File: src/design/rp_config.svh
// ----------------------------------------
// widths, bus regions and register offsets
// ID word and scope buffer sizing
// ----------------------------------------
`ifndef RP_CONFIG_SVH
`define RP_CONFIG_SVH

`define RP_ADC_W           14              // fast ADC sample bits
`define RP_BUS_W           32              // sys bus address and data
`define RP_REGION_LSB      20              // region field starts here
`define RP_REGION_HK       3'd0
`define RP_REGION_SCOPE    3'd1
`define RP_REGION_TRIG     3'd6
`define RP_HK_ID           32'h5250_0A01   // board ID word
`define RP_SCOPE_DEPTH     256             // samples in capture buffer
`define RP_SCOPE_BUF_BASE  20'h10000       // start of buffer window

// housekeeping, region 0
`define RP_HK_ID_OFS       20'h00000
`define RP_HK_LED_OFS      20'h00030
// radar trigger, region 6
`define RP_TRIG_THR_OFS    20'h00000
`define RP_TRIG_DLY_OFS    20'h00004
`define RP_TRIG_NEG_OFS    20'h00008
`define RP_TRIG_CNT_OFS    20'h0000C
// scope, region 1
`define RP_SCOPE_CTRL_OFS  20'h00000
`define RP_SCOPE_LEN_OFS   20'h00004
`define RP_SCOPE_STAT_OFS  20'h00008

`endif

File: src/design/rp_bus_pkg.sv
// ----------------------------------------
// system bus region type
// address word with raw and field views
// ----------------------------------------
`include "rp_config.svh"

package rp_bus_pkg;

   typedef logic [2:0] sys_region_t;   // one of eight regions

   // decoder looks at region, peripherals at offset
   typedef union packed {
      logic [`RP_BUS_W-1:0] raw;                      // as driven by master
      struct packed {
         logic [`RP_BUS_W-`RP_REGION_LSB-4:0] unused; // above region
         sys_region_t                         region; // selects peripheral
         logic [`RP_REGION_LSB-1:0]           offset; // register offset
      } f;
   } sys_addr_u;

endpackage

File: src/design/rp_radar_pkg.sv
// ----------------------------------------
// sample type for front end, trigger, scope
// ----------------------------------------
`include "rp_config.svh"

package rp_radar_pkg;

   typedef logic signed [`RP_ADC_W-1:0] adc_sample_t;   // two's complement

endpackage

File: src/design/rp_adc_frontend.sv
// ----------------------------------------
// ADC front end, offset binary to signed
// with saturating negate on both channels
// ----------------------------------------
`timescale 1ns/1ps
`include "rp_config.svh"

module rp_adc_frontend import rp_radar_pkg::*; (
   input  logic                 adc_clk,
   input  logic                 rst_i,
   input  logic [`RP_ADC_W-1:0] adc_dat_a_i,   // ch A, offset binary
   input  logic [`RP_ADC_W-1:0] adc_dat_b_i,   // ch B, offset binary
   input  logic                 adc_neg_a_i,   // video negate
   output adc_sample_t          adc_a_o,
   output adc_sample_t          adc_b_o
);

   localparam adc_sample_t MOST_NEG = {1'b1, {(`RP_ADC_W-1){1'b0}}};
   localparam adc_sample_t MOST_POS = ~MOST_NEG;

   adc_sample_t conv_a;   // after msb flip
   adc_sample_t conv_b;

   // most negative code has no positive twin, clip it
   function automatic adc_sample_t neg_sat(input adc_sample_t s);
      return (s == MOST_NEG) ? MOST_POS : -s;
   endfunction

   assign conv_a = {~adc_dat_a_i[`RP_ADC_W-1], adc_dat_a_i[`RP_ADC_W-2:0]};   // flip msb
   assign conv_b = {~adc_dat_b_i[`RP_ADC_W-1], adc_dat_b_i[`RP_ADC_W-2:0]};

   always_ff @(posedge adc_clk) begin
      if (rst_i) begin
         adc_a_o <= '0;
         adc_b_o <= '0;
      end else begin
         adc_a_o <= adc_neg_a_i ? neg_sat(conv_a) : conv_a;
         adc_b_o <= neg_sat(conv_b);   // ch B always inverted
      end
   end

endmodule

File: src/design/rp_housekeeping.sv
// ----------------------------------------
// housekeeping, ID word and LED register
// ----------------------------------------
`timescale 1ns/1ps
`include "rp_config.svh"

module rp_housekeeping import rp_bus_pkg::*; (
   input  logic                 adc_clk,
   input  logic                 rst_i,
   input  logic [`RP_BUS_W-1:0] sys_addr_i,
   input  logic [`RP_BUS_W-1:0] sys_wdata_i,
   input  logic                 sys_wen_i,
   input  logic                 sys_ren_i,
   output logic [`RP_BUS_W-1:0] sys_rdata_o,
   output logic                 sys_ack_o,
   output logic                 sys_err_o,
   output logic [7:0]           led_o         // LED register
);

   sys_addr_u addr;

   assign addr.raw  = sys_addr_i;
   assign sys_err_o = 1'b0;   // every offset is legal

   always_ff @(posedge adc_clk) begin
      if (rst_i) begin
         sys_ack_o <= 1'b0;
         led_o     <= '0;
      end else begin
         sys_ack_o <= sys_wen_i | sys_ren_i;   // one cycle answer
         if (sys_wen_i && addr.f.offset == `RP_HK_LED_OFS)
            led_o <= sys_wdata_i[7:0];
      end
   end

   always_ff @(posedge adc_clk) begin
      if (sys_ren_i) begin
         case (addr.f.offset)
            `RP_HK_ID_OFS:  sys_rdata_o <= `RP_HK_ID;
            `RP_HK_LED_OFS: sys_rdata_o <= {{(`RP_BUS_W-8){1'b0}}, led_o};   // upper bits zero
            default:        sys_rdata_o <= '0;
         endcase
      end
   end

endmodule

File: src/design/rp_radar_trigger.sv
// ----------------------------------------
// radar trigger from ch B crossings
// delay counter, crossing count, negate
// ----------------------------------------
`timescale 1ns/1ps
`include "rp_config.svh"

module rp_radar_trigger import rp_bus_pkg::*, rp_radar_pkg::*; (
   input  logic                 adc_clk,
   input  logic                 rst_i,
   input  adc_sample_t          adc_b_i,       // trigger channel
   input  logic                 adc_ready_i,   // scope waiting for trigger
   input  logic [`RP_BUS_W-1:0] sys_addr_i,
   input  logic [`RP_BUS_W-1:0] sys_wdata_i,
   input  logic                 sys_wen_i,
   input  logic                 sys_ren_i,
   output logic [`RP_BUS_W-1:0] sys_rdata_o,
   output logic                 sys_ack_o,
   output logic                 sys_err_o,
   output logic                 radar_trig_o,  // one cycle pulse
   output logic                 adc_neg_a_o    // video negate
);

   sys_addr_u            addr;
   adc_sample_t          thr_q;       // crossing threshold
   adc_sample_t          adc_b_q;     // previous sample
   logic [15:0]          dly_q;       // programmed delay
   logic [15:0]          dly_cnt;
   logic                 busy;        // delay running
   logic [`RP_BUS_W-1:0] cross_cnt;
   logic                 crossing;
   logic                 counted;

   assign addr.raw  = sys_addr_i;
   assign sys_err_o = 1'b0;
   assign crossing  = (adc_b_i >= thr_q) && (adc_b_q < thr_q);   // rising through thr
   assign counted   = crossing && adc_ready_i;

   // ----------------------------------------
   // bus registers
   always_ff @(posedge adc_clk) begin
      if (rst_i) begin
         sys_ack_o   <= 1'b0;
         thr_q       <= '0;
         dly_q       <= '0;
         adc_neg_a_o <= 1'b0;
         cross_cnt   <= '0;
         adc_b_q     <= '0;
      end else begin
         sys_ack_o <= sys_wen_i | sys_ren_i;
         adc_b_q   <= adc_b_i;
         if (counted)
            cross_cnt <= cross_cnt + 1'b1;
         if (sys_wen_i) begin
            case (addr.f.offset)
               `RP_TRIG_THR_OFS: thr_q       <= sys_wdata_i[`RP_ADC_W-1:0];
               `RP_TRIG_DLY_OFS: dly_q       <= sys_wdata_i[15:0];
               `RP_TRIG_NEG_OFS: adc_neg_a_o <= sys_wdata_i[0];
               `RP_TRIG_CNT_OFS: cross_cnt   <= '0;   // clear beats a crossing
               default: ;
            endcase
         end
      end
   end

   always_ff @(posedge adc_clk) begin
      if (sys_ren_i) begin
         case (addr.f.offset)
            `RP_TRIG_THR_OFS: sys_rdata_o <= {{(`RP_BUS_W-`RP_ADC_W){thr_q[`RP_ADC_W-1]}}, thr_q};
            `RP_TRIG_DLY_OFS: sys_rdata_o <= {{(`RP_BUS_W-16){1'b0}}, dly_q};
            `RP_TRIG_NEG_OFS: sys_rdata_o <= {{(`RP_BUS_W-1){1'b0}}, adc_neg_a_o};
            `RP_TRIG_CNT_OFS: sys_rdata_o <= cross_cnt;
            default:          sys_rdata_o <= '0;
         endcase
      end
   end

   // ----------------------------------------
   // delay counter, fires delay+1 after crossing
   always_ff @(posedge adc_clk) begin
      if (rst_i) begin
         busy         <= 1'b0;
         dly_cnt      <= '0;
         radar_trig_o <= 1'b0;
      end else begin
         radar_trig_o <= 1'b0;
         if (busy) begin
            dly_cnt <= dly_cnt - 1'b1;
            if (dly_cnt == 16'd1) begin
               busy         <= 1'b0;
               radar_trig_o <= 1'b1;
            end
         end else if (counted && !radar_trig_o) begin
            if (dly_q == '0) begin
               radar_trig_o <= 1'b1;   // no delay, next cycle
            end else begin
               busy    <= 1'b1;
               dly_cnt <= dly_q;
            end
         end
      end
   end

   a_trig_single: assert property (@(posedge adc_clk) disable iff (rst_i)
      radar_trig_o |=> !radar_trig_o);

endmodule

File: src/design/rp_scope_capture.sv
// ----------------------------------------
// scope, arm and trigger FSM on ch A
// capture buffer and status registers
// ----------------------------------------
`timescale 1ns/1ps
`include "rp_config.svh"

module rp_scope_capture import rp_bus_pkg::*, rp_radar_pkg::*; (
   input  logic                 adc_clk,
   input  logic                 rst_i,
   input  adc_sample_t          adc_a_i,        // video channel
   input  logic                 radar_trig_i,
   input  logic [`RP_BUS_W-1:0] sys_addr_i,
   input  logic [`RP_BUS_W-1:0] sys_wdata_i,
   input  logic                 sys_wen_i,
   input  logic                 sys_ren_i,
   output logic [`RP_BUS_W-1:0] sys_rdata_o,
   output logic                 sys_ack_o,
   output logic                 sys_err_o,
   output logic                 adc_ready_o     // armed, not triggered
);

   localparam int             IDX_W   = $clog2(`RP_SCOPE_DEPTH);
   localparam logic [IDX_W:0] DEPTH   = `RP_SCOPE_DEPTH;
   localparam logic [1:0]     S_IDLE  = 2'd0;
   localparam logic [1:0]     S_ARMED = 2'd1;
   localparam logic [1:0]     S_CAPT  = 2'd2;

   sys_addr_u      addr;
   logic [1:0]     state;
   logic           done;                          // status bit 1
   logic           radar_en;                      // ctrl bit 2
   logic [IDX_W:0] len_q;                         // post-trigger length
   logic [IDX_W:0] widx;                          // write index
   logic           ctrl_wr;
   logic           trig;
   logic           buf_hit;                       // read inside buffer window
   adc_sample_t    buf_mem [`RP_SCOPE_DEPTH];
   adc_sample_t    buf_rd;

   assign addr.raw    = sys_addr_i;
   assign sys_err_o   = 1'b0;
   assign adc_ready_o = (state == S_ARMED);
   assign ctrl_wr     = sys_wen_i && (addr.f.offset == `RP_SCOPE_CTRL_OFS);
   assign trig        = (ctrl_wr && sys_wdata_i[1]) || (radar_en && radar_trig_i);
   assign buf_hit     = (addr.f.offset >= `RP_SCOPE_BUF_BASE) &&
                        (addr.f.offset < `RP_SCOPE_BUF_BASE + 4 * `RP_SCOPE_DEPTH);
   assign buf_rd      = buf_mem[addr.f.offset[IDX_W+1:2]];   // word index

   // ----------------------------------------
   // control registers and FSM
   always_ff @(posedge adc_clk) begin
      if (rst_i) begin
         sys_ack_o <= 1'b0;
         state     <= S_IDLE;
         done      <= 1'b0;
         radar_en  <= 1'b0;
         len_q     <= '0;
         widx      <= '0;
      end else begin
         sys_ack_o <= sys_wen_i | sys_ren_i;
         if (sys_wen_i && addr.f.offset == `RP_SCOPE_LEN_OFS)
            len_q <= (sys_wdata_i > `RP_SCOPE_DEPTH) ? DEPTH : sys_wdata_i[IDX_W:0];   // clamp
         if (ctrl_wr)
            radar_en <= sys_wdata_i[2];
         if (ctrl_wr && sys_wdata_i[0]) begin   // arm restarts from any state
            state <= sys_wdata_i[1] ? S_CAPT : S_ARMED;
            done  <= 1'b0;
            widx  <= '0;
         end else begin
            case (state)
               S_ARMED: if (trig) state <= S_CAPT;
               S_CAPT: begin
                  if (widx + 1'b1 >= len_q) begin   // last sample
                     state <= S_IDLE;
                     done  <= 1'b1;
                  end else begin
                     widx <= widx + 1'b1;
                  end
               end
               default: ;
            endcase
         end
      end
   end

   always_ff @(posedge adc_clk) begin
      if (state == S_CAPT)
         buf_mem[widx[IDX_W-1:0]] <= adc_a_i;
   end

   // ----------------------------------------
   // read data, buffer or registers
   always_ff @(posedge adc_clk) begin
      if (sys_ren_i) begin
         if (buf_hit) begin
            sys_rdata_o <= {{(`RP_BUS_W-`RP_ADC_W){buf_rd[`RP_ADC_W-1]}}, buf_rd};   // sign ext
         end else begin
            case (addr.f.offset)
               `RP_SCOPE_CTRL_OFS: sys_rdata_o <= {{(`RP_BUS_W-3){1'b0}}, radar_en, 2'b00};
               `RP_SCOPE_LEN_OFS:  sys_rdata_o <= {{(`RP_BUS_W-IDX_W-1){1'b0}}, len_q};
               `RP_SCOPE_STAT_OFS: sys_rdata_o <= {{(`RP_BUS_W-2){1'b0}}, done, adc_ready_o};
               default:            sys_rdata_o <= '0;
            endcase
         end
      end
   end

   // length clamp keeps the capture inside the buffer
   a_widx_in_range: assert property (@(posedge adc_clk) disable iff (rst_i)
      widx < DEPTH);

endmodule

File: src/design/rp_sys_bus_decoder.sv
// ----------------------------------------
// system bus decoder, eight regions
// strobe routing, response mux, error
// ----------------------------------------
`timescale 1ns/1ps
`include "rp_config.svh"

module rp_sys_bus_decoder import rp_bus_pkg::*; (
   input  logic                 adc_clk,
   input  logic                 rst_i,
   input  logic [`RP_BUS_W-1:0] sys_addr_i,      // held until ack
   input  logic                 sys_wen_i,
   input  logic                 sys_ren_i,
   output logic [`RP_BUS_W-1:0] sys_rdata_o,
   output logic                 sys_ack_o,
   output logic                 sys_err_o,
   output logic                 hk_wen_o,        // region 0
   output logic                 hk_ren_o,
   input  logic [`RP_BUS_W-1:0] hk_rdata_i,
   input  logic                 hk_ack_i,
   input  logic                 hk_err_i,
   output logic                 scope_wen_o,     // region 1
   output logic                 scope_ren_o,
   input  logic [`RP_BUS_W-1:0] scope_rdata_i,
   input  logic                 scope_ack_i,
   input  logic                 scope_err_i,
   output logic                 trig_wen_o,      // region 6
   output logic                 trig_ren_o,
   input  logic [`RP_BUS_W-1:0] trig_rdata_i,
   input  logic                 trig_ack_i,
   input  logic                 trig_err_i
);

   sys_addr_u addr;
   logic      hk_sel;
   logic      scope_sel;
   logic      trig_sel;
   logic      none_sel;   // unmapped region
   logic      none_ack;   // own ack and err for unmapped access

   assign addr.raw = sys_addr_i;

   always_comb begin
      hk_sel    = 1'b0;
      scope_sel = 1'b0;
      trig_sel  = 1'b0;
      none_sel  = 1'b0;
      case (addr.f.region)
         `RP_REGION_HK:    hk_sel    = 1'b1;
         `RP_REGION_SCOPE: scope_sel = 1'b1;
         `RP_REGION_TRIG:  trig_sel  = 1'b1;
         default:          none_sel  = 1'b1;   // 2..5 and 7
      endcase
   end

   assign hk_wen_o    = hk_sel    & sys_wen_i;
   assign hk_ren_o    = hk_sel    & sys_ren_i;
   assign scope_wen_o = scope_sel & sys_wen_i;
   assign scope_ren_o = scope_sel & sys_ren_i;
   assign trig_wen_o  = trig_sel  & sys_wen_i;
   assign trig_ren_o  = trig_sel  & sys_ren_i;

   always_ff @(posedge adc_clk) begin
      if (rst_i)
         none_ack <= 1'b0;
      else
         none_ack <= none_sel & (sys_wen_i | sys_ren_i);
   end

   // ----------------------------------------
   // response mux, by region of held address
   always_comb begin
      sys_rdata_o = '0;
      sys_ack_o   = none_ack;
      sys_err_o   = none_ack;   // unmapped answers with error
      if (hk_sel) begin
         sys_rdata_o = hk_rdata_i;
         sys_ack_o   = hk_ack_i;
         sys_err_o   = hk_err_i;
      end else if (scope_sel) begin
         sys_rdata_o = scope_rdata_i;
         sys_ack_o   = scope_ack_i;
         sys_err_o   = scope_err_i;
      end else if (trig_sel) begin
         sys_rdata_o = trig_rdata_i;
         sys_ack_o   = trig_ack_i;
         sys_err_o   = trig_err_i;
      end
   end

   // every ack answers a strobe of the cycle before
   a_ack_after_strobe: assert property (@(posedge adc_clk) disable iff (rst_i)
      sys_ack_o |-> $past(sys_wen_i || sys_ren_i));

   // one request at a time, no new strobe in the ack cycle
   a_one_outstanding: assert property (@(posedge adc_clk) disable iff (rst_i)
      (sys_wen_i || sys_ren_i) |=> !(sys_wen_i || sys_ren_i));

endmodule

File: src/design/rp_top.sv
// ----------------------------------------
// fast ADC top, front end, bus decoder
// housekeeping, scope and radar trigger
// ----------------------------------------
`timescale 1ns/1ps
`include "rp_config.svh"

module rp_top import rp_radar_pkg::*; (
   input  logic                 adc_clk,
   input  logic                 rst_i,
   input  logic [`RP_ADC_W-1:0] adc_dat_a_i,   // ch A, video
   input  logic [`RP_ADC_W-1:0] adc_dat_b_i,   // ch B, trigger
   input  logic [`RP_BUS_W-1:0] sys_addr_i,
   input  logic [`RP_BUS_W-1:0] sys_wdata_i,
   input  logic                 sys_wen_i,
   input  logic                 sys_ren_i,
   output logic [`RP_BUS_W-1:0] sys_rdata_o,
   output logic                 sys_ack_o,
   output logic                 sys_err_o,
   output logic [7:0]           led_o
);

   adc_sample_t          adc_a;
   adc_sample_t          adc_b;
   logic                 adc_neg_a;
   logic                 radar_trig;
   logic                 adc_ready;
   logic                 hk_wen,    hk_ren,    hk_ack,    hk_err;
   logic                 scope_wen, scope_ren, scope_ack, scope_err;
   logic                 trig_wen,  trig_ren,  trig_ack,  trig_err;
   logic [`RP_BUS_W-1:0] hk_rdata;
   logic [`RP_BUS_W-1:0] scope_rdata;
   logic [`RP_BUS_W-1:0] trig_rdata;

   rp_adc_frontend i_frontend (
      .adc_clk, .rst_i, .adc_dat_a_i, .adc_dat_b_i,
      .adc_neg_a_i  (adc_neg_a),     // from trigger block
      .adc_a_o      (adc_a),
      .adc_b_o      (adc_b)
   );

   rp_sys_bus_decoder i_decoder (
      .adc_clk, .rst_i, .sys_addr_i, .sys_wen_i, .sys_ren_i,
      .sys_rdata_o, .sys_ack_o, .sys_err_o,
      .hk_wen_o      (hk_wen),      .hk_ren_o      (hk_ren),
      .hk_rdata_i    (hk_rdata),    .hk_ack_i      (hk_ack),    .hk_err_i    (hk_err),
      .scope_wen_o   (scope_wen),   .scope_ren_o   (scope_ren),
      .scope_rdata_i (scope_rdata), .scope_ack_i   (scope_ack), .scope_err_i (scope_err),
      .trig_wen_o    (trig_wen),    .trig_ren_o    (trig_ren),
      .trig_rdata_i  (trig_rdata),  .trig_ack_i    (trig_ack),  .trig_err_i  (trig_err)
   );

   rp_housekeeping i_hk (
      .adc_clk, .rst_i, .sys_addr_i, .sys_wdata_i,
      .sys_wen_i   (hk_wen),
      .sys_ren_i   (hk_ren),
      .sys_rdata_o (hk_rdata),
      .sys_ack_o   (hk_ack),
      .sys_err_o   (hk_err),
      .led_o
   );

   rp_scope_capture i_scope (
      .adc_clk, .rst_i, .sys_addr_i, .sys_wdata_i,
      .adc_a_i      (adc_a),
      .radar_trig_i (radar_trig),
      .sys_wen_i    (scope_wen),
      .sys_ren_i    (scope_ren),
      .sys_rdata_o  (scope_rdata),
      .sys_ack_o    (scope_ack),
      .sys_err_o    (scope_err),
      .adc_ready_o  (adc_ready)     // gates crossing count
   );

   rp_radar_trigger i_trig (
      .adc_clk, .rst_i, .sys_addr_i, .sys_wdata_i,
      .adc_b_i      (adc_b),
      .adc_ready_i  (adc_ready),
      .sys_wen_i    (trig_wen),
      .sys_ren_i    (trig_ren),
      .sys_rdata_o  (trig_rdata),
      .sys_ack_o    (trig_ack),
      .sys_err_o    (trig_err),
      .radar_trig_o (radar_trig),
      .adc_neg_a_o  (adc_neg_a)
   );

endmodule

File: config.mk
export PLATFORM = sky130hd
export DESIGN_NAME = rp_top
export DESIGN_NICKNAME = d
export VERILOG_FILES = /design/src/design/rp_bus_pkg.sv /design/src/design/rp_radar_pkg.sv /design/src/design/rp_adc_frontend.sv /design/src/design/rp_housekeeping.sv /design/src/design/rp_radar_trigger.sv /design/src/design/rp_scope_capture.sv /design/src/design/rp_sys_bus_decoder.sv /design/src/design/rp_top.sv
export VERILOG_INCLUDE_DIRS = /design/src /design/src/design
export SDC_FILE = /design/constraint.sdc
export NUM_CORES = 2
export LEC_CHECK = 0
export BUFFER_PORTS_ARGS = -buffer_cell sky130_fd_sc_hd__buf_2
export CORE_MARGIN = 3
export CORE_UTILIZATION = 57
export DETAILED_ROUTE_END_ITERATION = 10
export PLACE_DENSITY = 0.76
export RECOVER_POWER = 50
export SYNTH_ARGS = -nofsm -noshare
export SYNTH_HDL_FRONTEND = slang
export SYNTH_SLANG_ARGS = --single-unit
File: constraint.sdc
create_clock -name adc_clk -period 4.2 [get_ports adc_clk]
set_input_delay 0.42 -clock adc_clk [delete_from_list [all_inputs] [get_ports adc_clk]]
set_output_delay 0.42 -clock adc_clk [all_outputs]
set_load 0.005 [all_outputs]
# After elaboration in Yosys (flattened, before gate mapping)
# Memories as Yosys holds them, arrays and structs flattened.
# Cells that the tools add are included.
# totals
reg_bits	253
ramBits	3584
input_bits	96
output_inout_bits	42
word_cells	133
mem_count	1
# mem_list
memory	depth	width	rd	rd_clocked_by_memory_dff	wr	line	rtl
i_scope.buf_mem	256	14	1	0	1	rp_scope_capture.sv:38	adc_sample_t buf_mem [`RP_SCOPE_DEPTH];
# classes
n_addsub	5
n_lt_le_gt_ge	6
n_eq_ne	14
mux	42
n_bitwise	14
n_reduce_logical	27
# op_table
operator	count
$mux W32	7
$pmux W32 S4	1
$pmux W31 S2	1
$mux W16	3
$eq A20 B4 Y1 const B	2
$add A32 B1 Y32 const B	1
$gt A32 B9 Y1 const B	1
$eq A14 B14 Y1 const B	2
$mux W14	2
$neg A14 Y14	2
$pmux W9 S3	1
$eq A20 B3 Y1 const B	1
$eq A20 B6 Y1 const B	1
$ge A20 B17 Y1 const B	1
$logic_not A20 Y1	1
$lt A20 B17 Y1 const B	1
$mux W1	20
$eq A16 B1 Y1 const B	1
$logic_not A16 Y1	1
$sub A16 B1 Y16 const B	1
$ge A14 B14 Y1	1
$lt A14 B14 Y1	1
$mux W13	1
$reduce_and A2 Y1	6
other kinds (24)	48

# Logic depth before layout (Yosys ltp)
# depth
ltp_word	9
depth_mapped	14
depth_no_buf	11

# By module
# Synthesis repeated with hierarchy kept, for this count alone.
# unflattened
cells_unflattened	7450
area_unflattened_um2	150943.5
# by_module_without_submodules
module	n_inst	cells_per_inst	area_per_inst_um2	seq_area_each_um2
rp_scope_capture	1	6387	140870.1	108504.1
rp_radar_trigger	1	721	6700.2	2882.8
rp_adc_frontend	1	145	1321.3	560.5
rp_sys_bus_decoder	1	100	1081.0	20.0
rp_housekeeping	1	97	970.9	450.4

# Least setup slack after synthesis
# Ideal clock, no wire load.
# synth_timing
path_type	register to register
from	register i_frontend.adc_a_o[0]
to	memory i_scope.buf_mem[0][0] (netlist bit) (data pin)
setup_time_ns	0.852
arrival_time_ns	3.382
t_required_ns	3.348
path_slack_ns	-0.034
stages_incl_launch_ff	1
n_path_buf	0
period_less_slack_ns	4.234
path_cell_list	dfxtp_1
# synth_lines
element	line	rtl
start, declared	rp_adc_frontend.sv:14	output adc_sample_t adc_a_o,
start signal, assigned	rp_adc_frontend.sv:37	adc_a_o <= adc_neg_a_i ? neg_sat(conv_a) : conv_a;
end, declared	rp_scope_capture.sv:38	
# Straight into the memory's write port.

# Worst setup path after layout
# layout_timing
from	input sys_addr_i[13]
to	register i_scope.len_q[6]
# layout_between
elab_chain_len	2
# layout_lines
element	line	rtl
start, declared	rp_top.sv:13	input logic [`RP_BUS_W-1:0] sys_addr_i,
$eq A20 B3 Y1	--	
$logic_and A1 B1 Y1 (no source line)	--	
end signal, assigned	rp_scope_capture.sv:63	len_q <= (sys_wdata_i > `RP_SCOPE_DEPTH) ? DEPTH : sys_wdata_i[IDX_W:0];
end, declared	rp_scope_capture.sv:33	logic [IDX_W:0] len_q;
# Every way passes these cells.
# A chain may end at the register's enable or synchronous reset.

==> results.ini <==
[global_route]
grt_overflow = 0
grt_most_used_layer = met2
grt_usage_pct = 30.2
grt_max_degree = 161
grt_first_pass_wirelength_um = 570000
grt_pass1_vias = 78623
grtUsageMet2_pct = 46.3
grtUsageMet3_pct = 8.61
antenna_found_initial = 23
use_met1_pct = 39.7

[drt]
wirelength_um = 398000
drc = 0
first_iter_violations = 11806
vias = 78807
antenna_left = 0
wl_per_cell_um = 34.4
vias_per_cell = 6.80
dr.pass1.iters = 9

[critical_path]
reg2reg_to = i_scope.buf_mem[9][11]
startpoint_type = input pin
crit_family = simple AND/OR/NAND/NOR gates
cp_num_buf_inv = 3
cpPeakStageDelay_ns = 1.36
r2r_slack_ns = 0.41
rr_worst_depth = 1
crit_fanout = 14
critPathLaunch = sys_addr_i[13]
critical_path_required_ns = 5.08
crit_slowest_cell = nor4_1
arrival_ns = 4.77
crit_type = input pin to flop
r2r_start = i_frontend.adc_a_o[11]
cp-end-kind = flop
crit_chain = buf_2 > or4_1 > nor4_1 > nand4_4 > nor3b_2 > buf_4 > and3_1 > nand3_1 > dlygate4sd3_1 > a21oi_1

[min_path]
min_path_type = input pin to flop
min-delay-start = sys_wdata_i[28]
min_path_cells = 5
hold_end = i_scope.len_q[8]

[floorplan]
ios = 138
die_w_um = 516
initial_core_util_pct = 57.5
die-area_um2 = 266000
fp.dieH_um = 516
core_area_um2 = 258000
rows = 186

[power_and_ir_drop]
powerDensity_nw_per_um2 = 464
power_leakage_nw = 55.1
ir_worst_vdd_v = 0.000392
total_power_mw = 78.2

[synthesis]
ys_seq_area_share_pct = 75.9
ys_ff_latch = 3796
synthDistinctLibCells = 80
synthCells = 7161
yosys_warnings = 0
synth-main-ff-cell = edfxtp_1
synth_edf_count = 3639
mappedNetlistArea_um2 = 148000
async_reset_ff_share_pct = 0
synth_top_area_cell = edfxtp_1
syn_nets = 7303
synth_top_area_share_pct = 73.8
synth.area.top_cells = edfxtp_1 (74%), mux4_2 (14%), mux2i_1 (2.3%), dfxtp_1 (2.1%), nor2_1 (1.1%)
syn_avg_cell_area_um2 = 20.7

[sta]
worst_pin_slew_ns = 3.53
finalCritPeriodShare_pct = 92.6
finalHoldViolations = 0
clock.fmax_ghz = 0.257
slew_headroom_pct = -135
setup_viol = 0
period_needed_ns = 3.89
rsz0062_at_grt = false
tns_ns = 0
skew_ns = 0.0654
slew_violations = 1703

[layout]
syn_to_final_growth_pct = 14.0
fillCellCount = 15654
stdcell_count = 11583
drive_above_1_share_pct = 26.4
register_area_um2 = 112000
final_cell_mix = edfxtp_1 (3,639), mux4_2 (919), buf_4 (457)
stdcell_area_um2 = 169000
multi_input_area_um2 = 33600
final_common_cell = edfxtp_1
fin_nets = 8023

[placed_design]
port-buffer-count = 128
place_inst = 10813
gp_congestion = 0.920
dp_hpwl_um = 234000
placed_area_um2 = 156000

[flow_run]
maxCapViolations = 25

[clock_tree]
cts_resized = 0
hold_buffers = 72
cts-root-buf = clkbuf_16
cts_made_buffers = 378
cts.sink_count = 3796
path_clk_slew_ns = 0.06
clock_latency_ns = 0.97
cts_setup_buffers = 0
cts_tree = built
cts_max_level = 5
clockBufferDepth = 4

[run_status]
status = complete, but fails checks
violations = max-capacitance violations, max-slew violations

==> state kept, by name, indices dropped and copies added, names as in the netlist, 14 cells and up <==
name,cells
i_frontend.adc_a_o,14
i_frontend.adc_b_o,14
i_scope.buf_mem,3584
i_scope.sys_rdata_o,14
i_trig.adc_b_q,14
i_trig.cross_cnt,32
i_trig.dly_cnt,16
i_trig.dly_q,16
i_trig.sys_rdata_o,32
i_trig.thr_q,14
==> worst max path at each step <==
| stage | cells past startpoint | endpoint |
|---|---|---|
| after global routing | 1 | i_scope.buf_mem[2][11] |
| after floorplan | 9 | i_scope.sys_rdata_o[30] |
| after global placement | 9 | i_scope.sys_rdata_o[0] |
| after CTS | 11 | i_trig.cross_cnt[28] |
| final | 10 | i_scope.len_q[6] |
| after detailed placement | 9 | i_scope.sys_rdata_o[0] |
==> report_power, final <==
group	switching (mW)	total, mW	internal [mW]
Combinational	2.30	3.69	1.39
Sequential	0.153	41.6	41.5
Clock	13.9	32.9	19.0
==> tightest hold or removal path, cell delays in order <==
cell and delay (ns):
buf_2 0.08, nor4_1 0.03, nand2_1 0.16, nor4_1 0.10, a211oi_1 0.22
==> stage by stage <==
stage	util, %	setup slack [ns]	hold WS, ns
after floorplan	-	1.14	0.422
after global placement	60.6	0.116	0.453
after detailed placement	60.6	0.179	0.456
after CTS	65.5	0.594	0.00156
after global routing	65.5	0.194	0.113
final	65.5	0.312	0.0985
==> routing by layer <==
metal / vias up / share of wire, %
li1: 31144 / -
met3: 1131 / 13
met4: 10 / 5.9
met5: - / 0.017
met2: 6018 / 47
met1: 40504 / 34
==> layout make-up <==
| type | instances | share of cell area, % |
|---|---|---|
| Antenna cell | 22 | 0.0326 |
| Clock buffer | 457 | 5.91 |
| Clock inverter | 219 | 1.18 |
| Inverter | 53 | 0.118 |
| Multi-Input combinational cell | 2907 | 19.9 |
| Sequential cell | 3796 | 66.6 |
| Tap cell | 3384 | 2.51 |
| Timing Repair Buffer | 745 | 3.69 |
==> synth_stat cells (all sizes together), types with 33 or more instances <==
master / number
clkbuf: 204
mux2i: 342
nor2b: 40
nand3: 73
a211oi: 36
inv: 53
a31oi: 37
nor2: 440
nand2: 193
a22oi: 63
ha: 46
mux4: 919
buf: 201
a21oi: 184
o21ai: 82
o22ai: 33
edfxtp: 3639
dfxtp: 157
==> cells by family after synthesis <==
family,count (synthesis),share of synthesized area [%]
AO/OA/AOI/OAI,611,2.70
buffers and inverters,458,1.39
multiplexers,1279,16.4
flip-flops,3796,75.9
AND/OR/NAND/NOR,920,2.84
XOR/XNOR,51,0.302
adder cells (fa/ha/maj),46,0.389
Note: power is estimated with default switching activity, not from simulation.
